`config.mk`:
```
export PLATFORM = sky130hd
export DESIGN_NAME = diagUartTop
export DESIGN_NICKNAME = d
export VERILOG_FILES = /design/src/hdl/diagUartPkg.sv /design/src/hdl/diagFrameMem.sv /design/src/hdl/rs485DirCtrl.sv /design/src/hdl/uartSerializer.sv /design/src/hdl/diagTxSequencer.sv /design/src/hdl/diagUartTop.sv
export VERILOG_INCLUDE_DIRS = /design/src /design/src/include
export SDC_FILE = /design/constraint.sdc
export NUM_CORES = 2
export LEC_CHECK = 0
export BUFFER_PORTS_ARGS = -buffer_cell sky130_fd_sc_hd__buf_2
export CAP_MARGIN = 20
export CELL_PAD_IN_SITES_DETAIL_PLACEMENT = 1
export CELL_PAD_IN_SITES_GLOBAL_PLACEMENT = 2
export CORE_UTILIZATION = 40
export CTS_CLUSTER_DIAMETER = 50
export DETAILED_ROUTE_END_ITERATION = 10
export PLACE_DENSITY = 0.67
export SYNTH_ARGS = -nofsm -noshare
export SYNTH_HDL_FRONTEND = slang
export SYNTH_HIERARCHICAL = 1
export SYNTH_SLANG_ARGS = --single-unit
```
`constraint.sdc`:
```
create_clock -name clk -period 6.05 [get_ports clk]
set_input_delay 0.3025 -clock clk [delete_from_list [all_inputs] [get_ports clk]]
set_output_delay 0.3025 -clock clk [all_outputs]
set_load 0.01 [all_outputs]
```
`src/include/diagUart_settings.svh`:
```
`ifndef DIAG_UART_SETTINGS_SVH
`define DIAG_UART_SETTINGS_SVH

// burst geometry
`define DIAG_BURST_BYTES 18   // bytes sent per request
`define DIAG_ADDR_W 9         // frame memory address width, 512 bytes

// line timing in core clocks
`define DIAG_CLKS_PER_BIT 4   // clocks per uart bit

// rs485 transceiver turnaround, in clocks
`define DIAG_DIR_TX_LEAD 15   // dirRx rise to dirTx rise
`define DIAG_DIR_SETTLE 30    // dirRx rise to ready
`define DIAG_DIR_RELEASE 4    // dirTx fall to dirRx fall

`endif

```
`src/hdl/diagUartPkg.sv`:
```
`include "diagUart_settings.svh"

package diagUartPkg;

  // host side write strobe into the frame memory
  typedef struct packed {
    logic                    en;    // write this clock
    logic [`DIAG_ADDR_W-1:0] addr;  // byte address
    logic [7:0]              data;  // byte to store
  } memWrite_t;

  // everything that goes out to the rs485 transceiver
  typedef struct packed {
    logic tx;     // uart line, idles high
    logic dirTx;  // driver enable
    logic dirRx;  // receiver side of the turnaround
  } lineOut_t;

  // one-cycle strobes from the sequencer to the direction controller
  // (release is a keyword, hence releaseBus)
  typedef struct packed {
    logic enable;      // start turn-on
    logic releaseBus;  // start turn-off
  } dirCmd_t;

  // burst sequencer states
  typedef enum logic [2:0] {
    idle     = 3'd0,  // waiting for rq
    turnOn   = 3'd1,  // transceiver settling
    fetch    = 3'd2,  // first read address out
    send     = 3'd3,  // load byte, wait for serializer
    turnOff  = 3'd4,  // bus release in progress
    holdDone = 3'd5   // done high until rq drops
  } burstState_t;

endpackage

```
`src/hdl/diagFrameMem.sv`:
```
`timescale 1ns/1ps
`include "diagUart_settings.svh"

module diagFrameMem
  import diagUartPkg::*;
(
  input  logic                    clk,
  input  memWrite_t               memWr,
  input  logic [`DIAG_ADDR_W-1:0] rdAddr,
  output logic [7:0]              rdData
);

  localparam int Depth = 2 ** `DIAG_ADDR_W;  // 512 bytes

  logic [7:0] mem [Depth];  // diagnostic image, contents undefined until written

  // host write port
  always_ff @(posedge clk) begin
    if (memWr.en) begin
      mem[memWr.addr] <= memWr.data;  // one byte per strobe
    end
  end

  // registered read, data one clock after address
  always_ff @(posedge clk) begin
    rdData <= mem[rdAddr];  // reads every clock, sequencer picks the cycle
  end

endmodule

```
`src/hdl/rs485DirCtrl.sv`:
```
`timescale 1ns/1ps
`include "diagUart_settings.svh"

module rs485DirCtrl
  import diagUartPkg::*;
(
  input  logic    clk,
  input  logic    reset,
  input  dirCmd_t dirCmd,
  output logic    ready,
  output logic    released,
  output logic    dirTx,
  output logic    dirRx
);

  localparam int MaxDelay = (`DIAG_DIR_SETTLE > `DIAG_DIR_RELEASE) ?
                            `DIAG_DIR_SETTLE : `DIAG_DIR_RELEASE;
  localparam int CntW = $clog2(MaxDelay + 1);

  localparam logic [CntW-1:0] TxLeadHit  = CntW'(`DIAG_DIR_TX_LEAD - 1);  // dirTx rises next
  localparam logic [CntW-1:0] SettleHit  = CntW'(`DIAG_DIR_SETTLE - 1);   // ready rises next
  localparam logic [CntW-1:0] ReleaseHit = CntW'(`DIAG_DIR_RELEASE - 1);  // dirRx falls next

  logic [CntW-1:0] delayCnt;  // shared by turn-on and turn-off
  logic            turningOn;
  logic            turningOff;

  always_ff @(posedge clk or negedge reset) begin
    if (!reset) begin
      delayCnt   <= '0;
      turningOn  <= 1'b0;
      turningOff <= 1'b0;
      ready      <= 1'b0;
      released   <= 1'b0;
      dirTx      <= 1'b0;
      dirRx      <= 1'b0;
    end else begin
      released <= 1'b0;  // single-cycle pulse
      if (dirCmd.enable) begin
        dirRx     <= 1'b1;  // receiver side first
        turningOn <= 1'b1;
        delayCnt  <= '0;
      end else if (dirCmd.releaseBus) begin
        dirTx      <= 1'b0;  // driver off right away
        ready      <= 1'b0;
        turningOn  <= 1'b0;
        turningOff <= 1'b1;
        delayCnt   <= '0;
      end else if (turningOn) begin
        delayCnt <= delayCnt + 1'b1;
        if (delayCnt == TxLeadHit) begin
          dirTx <= 1'b1;  // driver on after the lead time
        end
        if (delayCnt == SettleHit) begin
          ready     <= 1'b1;  // line settled, sequencer may send
          turningOn <= 1'b0;
        end
      end else if (turningOff) begin
        delayCnt <= delayCnt + 1'b1;
        if (delayCnt == ReleaseHit) begin
          dirRx      <= 1'b0;  // bus handed back
          released   <= 1'b1;
          turningOff <= 1'b0;
        end
      end
    end
  end

  // driver never enabled without the receiver side already up
  dirTxNeedsRx: assert property (@(posedge clk) disable iff (!reset)
    dirTx |-> dirRx);

  // a new turn-on only after the previous burst gave the bus back
  noEnableWhileOn: assert property (@(posedge clk) disable iff (!reset)
    dirCmd.enable |-> !dirRx);

endmodule

```
`src/hdl/uartSerializer.sv`:
```
`timescale 1ns/1ps
`include "diagUart_settings.svh"

module uartSerializer (
  input  logic       clk,
  input  logic       reset,
  input  logic       load,
  input  logic [7:0] byteIn,
  output logic       busy,
  output logic       tx
);

  localparam int BitCntW = $clog2(`DIAG_CLKS_PER_BIT + 1);
  localparam logic [BitCntW-1:0] BitEnd = BitCntW'(`DIAG_CLKS_PER_BIT - 1);
  localparam logic [3:0] IdleIdx = 4'd10;  // start, 8 data, stop, then idle

  logic [BitCntW-1:0] bitCnt;    // clocks into the current bit
  logic [3:0]         bitIdx;    // 0 start, 1..8 data, 9 stop, 10 idle
  logic [7:0]         shiftReg;  // data bits, lsb goes out next

  always_ff @(posedge clk or negedge reset) begin
    if (!reset) begin
      busy     <= 1'b0;
      tx       <= 1'b1;  // line idles high
      bitCnt   <= '0;
      bitIdx   <= '0;
      shiftReg <= '0;
    end else if (load) begin
      busy     <= 1'b1;
      tx       <= 1'b0;  // start bit on the next clock
      bitCnt   <= '0;
      bitIdx   <= '0;
      shiftReg <= byteIn;
    end else if (busy) begin
      if (bitCnt == BitEnd) begin
        bitCnt <= '0;
        bitIdx <= bitIdx + 1'b1;
        if (bitIdx == IdleIdx) begin
          busy <= 1'b0;  // idle bit time over
          tx   <= 1'b1;
        end else begin
          // ones shift in behind the data, so stop and idle come out high
          tx       <= shiftReg[0];
          shiftReg <= {1'b1, shiftReg[7:1]};
        end
      end else begin
        bitCnt <= bitCnt + 1'b1;  // hold the bit
      end
    end else begin
      tx <= 1'b1;  // not busy, keep line high
    end
  end

  // sequencer must wait for busy to drop before the next byte
  noLoadWhileBusy: assert property (@(posedge clk) disable iff (!reset)
    load |-> !busy);

endmodule

```
`src/hdl/diagTxSequencer.sv`:
```
`timescale 1ns/1ps
`include "diagUart_settings.svh"

module diagTxSequencer
  import diagUartPkg::*;
(
  input  logic                    clk,
  input  logic                    reset,
  input  logic                    rq,
  input  logic [5:0]              bank,
  output logic [`DIAG_ADDR_W-1:0] rdAddr,
  input  logic [7:0]              rdData,
  output dirCmd_t                 dirCmd,
  input  logic                    ready,
  input  logic                    released,
  output logic                    load,
  output logic [7:0]              byteOut,
  input  logic                    busy,
  output logic                    done
);

  localparam int AddrW = `DIAG_ADDR_W;
  localparam int CntW  = $clog2(`DIAG_BURST_BYTES + 1);
  localparam logic [CntW-1:0] LastCnt = CntW'(`DIAG_BURST_BYTES);

  burstState_t     state;
  logic [1:0]      rqSync;   // two flops, rq is from another domain
  logic [CntW-1:0] byteCnt;  // bytes handed to the serializer so far
  logic            loaded;   // current byte already loaded

  // block base is four bytes per bank step
  assign rdAddr  = AddrW'(byteCnt) + AddrW'({bank, 2'b00});
  assign load    = (state == send) && !loaded;  // data is one clock behind the address
  assign byteOut = rdData;

  always_ff @(posedge clk or negedge reset) begin
    if (!reset) begin
      rqSync  <= '0;
      state   <= idle;
      byteCnt <= '0;
      loaded  <= 1'b0;
      dirCmd  <= '0;
      done    <= 1'b0;
    end else begin
      rqSync <= {rqSync[0], rq};
      dirCmd <= '0;  // strobes last one clock
      case (state)
        idle: begin
          done    <= 1'b0;
          byteCnt <= '0;
          loaded  <= 1'b0;
          if (rqSync[1]) begin
            dirCmd.enable <= 1'b1;  // turn transceiver around
            state         <= turnOn;
          end
        end
        turnOn: begin
          if (ready) begin
            state <= fetch;  // settle time elapsed
          end
        end
        fetch: begin
          state <= send;  // byte 0 address goes into the memory register
        end
        send: begin
          if (!loaded) begin
            loaded  <= 1'b1;
            byteCnt <= byteCnt + 1'b1;  // next address already out during the frame
          end else if (!busy) begin
            loaded <= 1'b0;  // next byte loads on the following clock
            if (byteCnt == LastCnt) begin
              dirCmd.releaseBus <= 1'b1;  // last frame and idle bit done
              state             <= turnOff;
            end
          end
        end
        turnOff: begin
          if (released) begin
            done  <= 1'b1;
            state <= holdDone;
          end
        end
        holdDone: begin
          if (!rqSync[1]) begin
            state <= idle;  // done clears there, one clock later
          end
        end
        default: state <= idle;
      endcase
    end
  end

  // counter stops at the burst length
  byteCntInRange: assert property (@(posedge clk) disable iff (!reset)
    byteCnt <= LastCnt);

endmodule

```
`src/hdl/diagUartTop.sv`:
```
`timescale 1ns/1ps
`include "diagUart_settings.svh"

module diagUartTop
  import diagUartPkg::*;
(
  input  logic       clk,
  input  logic       reset,
  input  memWrite_t  memWr,
  input  logic       rq,
  input  logic [5:0] bank,
  output lineOut_t   line,
  output logic       done
);

  logic [`DIAG_ADDR_W-1:0] rdAddr;   // sequencer to memory
  logic [7:0]              rdData;   // memory to sequencer
  logic [7:0]              txByte;   // byte into the serializer
  dirCmd_t                 dirCmd;
  logic                    ready;     // transceiver settled
  logic                    released;  // bus handed back
  logic                    load;
  logic                    busy;
  logic                    tx;
  logic                    dirTx;
  logic                    dirRx;

  diagFrameMem frameMem (
    .clk    (clk),
    .memWr  (memWr),
    .rdAddr (rdAddr),
    .rdData (rdData)
  );

  diagTxSequencer sequencer (
    .clk      (clk),
    .reset    (reset),
    .rq       (rq),
    .bank     (bank),
    .rdAddr   (rdAddr),
    .rdData   (rdData),
    .dirCmd   (dirCmd),
    .ready    (ready),
    .released (released),
    .load     (load),
    .byteOut  (txByte),
    .busy     (busy),
    .done     (done)
  );

  rs485DirCtrl dirCtrl (
    .clk      (clk),
    .reset    (reset),
    .dirCmd   (dirCmd),
    .ready    (ready),
    .released (released),
    .dirTx    (dirTx),
    .dirRx    (dirRx)
  );

  uartSerializer serializer (
    .clk    (clk),
    .reset  (reset),
    .load   (load),
    .byteIn (txByte),
    .busy   (busy),
    .tx     (tx)
  );

  assign line = '{tx: tx, dirTx: dirTx, dirRx: dirRx};  // pins out to the transceiver

endmodule

```
==> metrics <==
detailed router's first-iteration violation count 9158; maximum clock frequency 173.5 MHz; sequential cell fraction of total power 46.3%; remaining global-route overflow 0; CTS tree done; ratio of routed vias to standard cells 5.949; number of detailed-route iterations in the first pass 5; site row count ~230; area enclosed by the die boundary 408200 µm²; root cell of the clock tree sky130_fd_sc_hd__clkbuf_16; detailed placement HPWL approximately 290000 µm; result of the run finished clean; total setup buffers inserted after CTS 0; clock latency on the worst-skew pair between 1 and 1.5 ns; WL final ~470000 µm; power per standard cell area 375.7 nW/µm²; Critical Path Max Stage Delay ~0.96 ns; # H-tree levels 5; wire length of the first global-routing pass 664400 µm; cell family with the largest share of critical-path delay simple AND/OR/NAND/NOR gates; Total Routing Usage GR 22.68%; switching power of the nets 17.67 mW; share of power burned in the clock network between 30% and 40%; most used flip-flop cell after synthesis sky130_fd_sc_hd__edfxtp_1; highest fanout seen on the critical path 15; internal portion of total power 51.19 mW; Gate Count Post-Synth 8262; Mapped Avg Cell Area 19.64 µm²; maximum number of pins on one net before global-route repair 181; Final Cell Area 183300 µm²; worst relative slew slack 4.024%; slew at the pin closest to its max-slew limit 1.440 ns; max-slew violation count 0; routed length per placed instance 33.21 µm; Worst Path Required 7.00 ns; starting density of the core 40.25%; routability cong. 0.8952; Ports 31; Port Buf Inserts 30; CP cell instances ha_4 -> fa_2 -> a21oi_1 -> nor2b_1 -> xor2_2 -> nor3b_1 -> nand2_1 -> nor3_1 -> nor4_1 -> o311ai_0 -> nor4_1 -> o2111a_1; standard cell with the maximum stage delay on the critical path sky130_fd_sc_hd__nor4_1; die height 638.9 µm; area of the mapped netlist 162300 µm²; period utilization 95.27%; Seq/Total Area, Yosys 76.54%; number of routed nets with antenna violations 0; switching part of the total 25.66%; most frequent cell on the critical path sky130_fd_sc_hd__nor4_1; Comb pwr share 14.1%; number of warnings reported in the yosys synthesis log 6; leakage power 55.16 nW; Post-Syn Nets 8301; max-cap violations 0; register clock-pin slew on the reported worst setup and hold paths 0.06 ns; Core Footprint just over 400000 µm²; shortest clock period the worst path allows after layout roughly 5.8 ns; Fin Clk Skew 0.05986 ns; arrival time at the worst endpoint 6.71 ns; class of the tightest hold or removal check input port to flip-flop; number of setup violations in the final report 0; Final TNS setup 0 ns; number of different library cells in the post-synthesis netlist 77; Post-CTS Hold Fix Bufs 12; worst-case clock buffer depth 4; clock sink count 4146; chip width 638.9 µm; number of antenna violations at the first check in global routing 19; number of global-route vias before repair 85910; crit path buf inv count 0; via total after detailed routing 84400; maximum VDD drop between 0.2 and 0.25 mV; setup repair after global routing missed its margin false; cell area reported after detailed placement ~170000 µm²; quantity of gates resized following cts 0; ratio of cells with drive above 1 in the final layout 17.99%; drt drc 0; FF+latch count, synth just over 4000; async set-reset flop share out of synthesis 1.013%; count of flip-flops with a built-in enable after synthesis just over 4000; Startpoint Class flip-flop; worst setup path class flip-flop to flip-flop; CP endpoint kind flip-flop; Final #Nets 8447; Hold Vio Cnt, Final 0; layout overhead on the synthesized area 12.93%; number of buffers added by the clock tree synthesis step about 460
synth_stat cells, drive strengths merged (11+ instances only):
| cell | count | share of area [%] |
|---|---|---|
| a22oi | 61 | 0.28 |
| nor2 | 626 | 1.4 |
| ha | 11 | 0.085 |
| mux2i | 797 | 4.9 |
| a21oi | 204 | 0.63 |
| o31ai | 15 | 0.072 |
| nand2b | 11 | 0.042 |
| o21ai | 129 | 0.40 |
| nor3b | 11 | 0.051 |
| nand2 | 120 | 0.28 |
| nor3 | 110 | 0.34 |
| o22ai | 170 | 0.66 |
| nand3 | 41 | 0.13 |
| mux4 | 654 | 9.1 |
| inv | 16 | 0.037 |
| nor4 | 38 | 0.15 |
| dfrtp | 41 | 0.63 |
| clkbuf | 266 | 0.62 |
| a211oi | 17 | 0.079 |
| nand4 | 34 | 0.13 |
| o221ai | 372 | 2.0 |
| buf | 270 | 1.3 |
| edfxtp | 4096 | 76 |
| and2 | 22 | 0.086 |
layout make-up:
type	instances	area, µm²
sequential	4146	124200
clock inverter	276	2877
timing repair buffer	225	2350
multi-input combinational	3564	35150
antenna	4	10.01
tap	5405	6763
clock buffer	552	11830
inverter	16	67.56
fill	37070	219900
layer usage:
layer / share of wire [%] / wire, µm / vias to the layer above / global-route usage, %
li1: - / - / 34640 / -
met1: 43 / 200800 / 45990 / 32.03
met2: 48 / 223900 / 3101 / 36.45
met5: 0.0057 / 27 / - / 0
met3: 6.8 / 31920 / 662 / 3.534
met4: 3.1 / 14490 / 4 / 6.690
registers in the layout (all words and copies together), names as in the netlist, 2 cells and up:
register	flops
sequencer/rqSync	2
sequencer/state	3
serializer/bitCnt	3
frameMem/rdData	8
frameMem/mem	4096
dirCtrl/delayCnt	5
sequencer/byteCnt	5
serializer/bitIdx	4
sequencer/dirCmd	2
serializer/shiftReg	8
power groups by stage:
stage          Combinational [mW]  Sequential [mW]  Clock (mW)
2_1_floorplan                6.80             32.4           0
3_3_place_gp                 9.74             32.5           0
3_5_place_dp                 9.79             32.5           0
4_1_cts                      9.82             31.9        27.7
5_1_grt                      10.2             31.9        28.7
6_report                     9.74             31.9        27.2
cells by family (layout without fill, tap and decap cells):
group                      count (synthesis)  after routing  synth area share, %
adders and majority gates                 12             12              0.09715
muxes                                   1451           1451                13.99
buffers and inverters                    552           1069                1.962
xor gates and xnor gates                  12             12              0.06477
and+or+nand+nor                         1057           1057                2.867
DFF                                     4146           4146                76.54
other                                      0              4                    0
AOI/OAI and AO/OA                       1032           1032                4.474
worst min-delay path, cell delays in order:
cell                      delay [ns]
sky130_fd_sc_hd__buf_2          0.19
sky130_fd_sc_hd__nand3_4        0.30
sky130_fd_sc_hd__nor2_1         0.29
metrics by stage:
step                hold WS (ns)  power (mW)  setup slack, ns  util (%)  cells
global placement          0.3417       42.24           0.2037     41.77  13340
finish                    0.2896       68.86           0.2861     45.45  14190
global route              0.2833       70.77           0.3098     45.45  14190
CTS                       0.2058       69.44           0.4631     45.45  14180
detailed placement        0.3569       42.30           0.5317     41.77  13340
floorplan               0.006909       39.16            2.903         -   8262
cell usage in the layout, fill, tap and decap left out, types with 39 or more instances in the layout:
| master | n |
|---|---|
| sky130_fd_sc_hd__edfxtp_1 | 4096 |
| sky130_fd_sc_hd__mux2i_1 | 797 |
| sky130_fd_sc_hd__mux4_2 | 654 |
| sky130_fd_sc_hd__nor2_1 | 624 |
| sky130_fd_sc_hd__clkbuf_16 | 458 |
| sky130_fd_sc_hd__o221ai_1 | 371 |
| sky130_fd_sc_hd__a21oi_1 | 204 |
| sky130_fd_sc_hd__o22ai_1 | 170 |
| sky130_fd_sc_hd__buf_4 | 133 |
| sky130_fd_sc_hd__o21ai_0 | 127 |
| sky130_fd_sc_hd__nor3_1 | 108 |
| sky130_fd_sc_hd__nand2_1 | 105 |
| sky130_fd_sc_hd__clkbuf_1 | 92 |
| sky130_fd_sc_hd__clkinv_1 | 87 |
| sky130_fd_sc_hd__clkinv_2 | 68 |
| sky130_fd_sc_hd__a22oi_1 | 61 |
| sky130_fd_sc_hd__buf_12 | 50 |
| sky130_fd_sc_hd__dfrtp_1 | 39 |
path summary, 6_finish.rpt:
path,start,to,slack (ns),cells past startpoint
worst min-delay path,memWr[9],frameMem/mem[387][1],0.29,3
worst max-delay path,sequencer/byteCnt[2],frameMem/rdData[0],0.29,12
max in group asynchronous,reset,sequencer/byteCnt[1],5.09,4
min in group asynchronous,reset,dirCtrl/delayCnt[4],0.46,4
worst max register to register,sequencer/byteCnt[2],frameMem/rdData[0],0.29,12
worst min register to register,sequencer/rqSync[0],sequencer/rqSync[1],0.36,0
No activity file was read; power rests on OpenSTA's default activity.
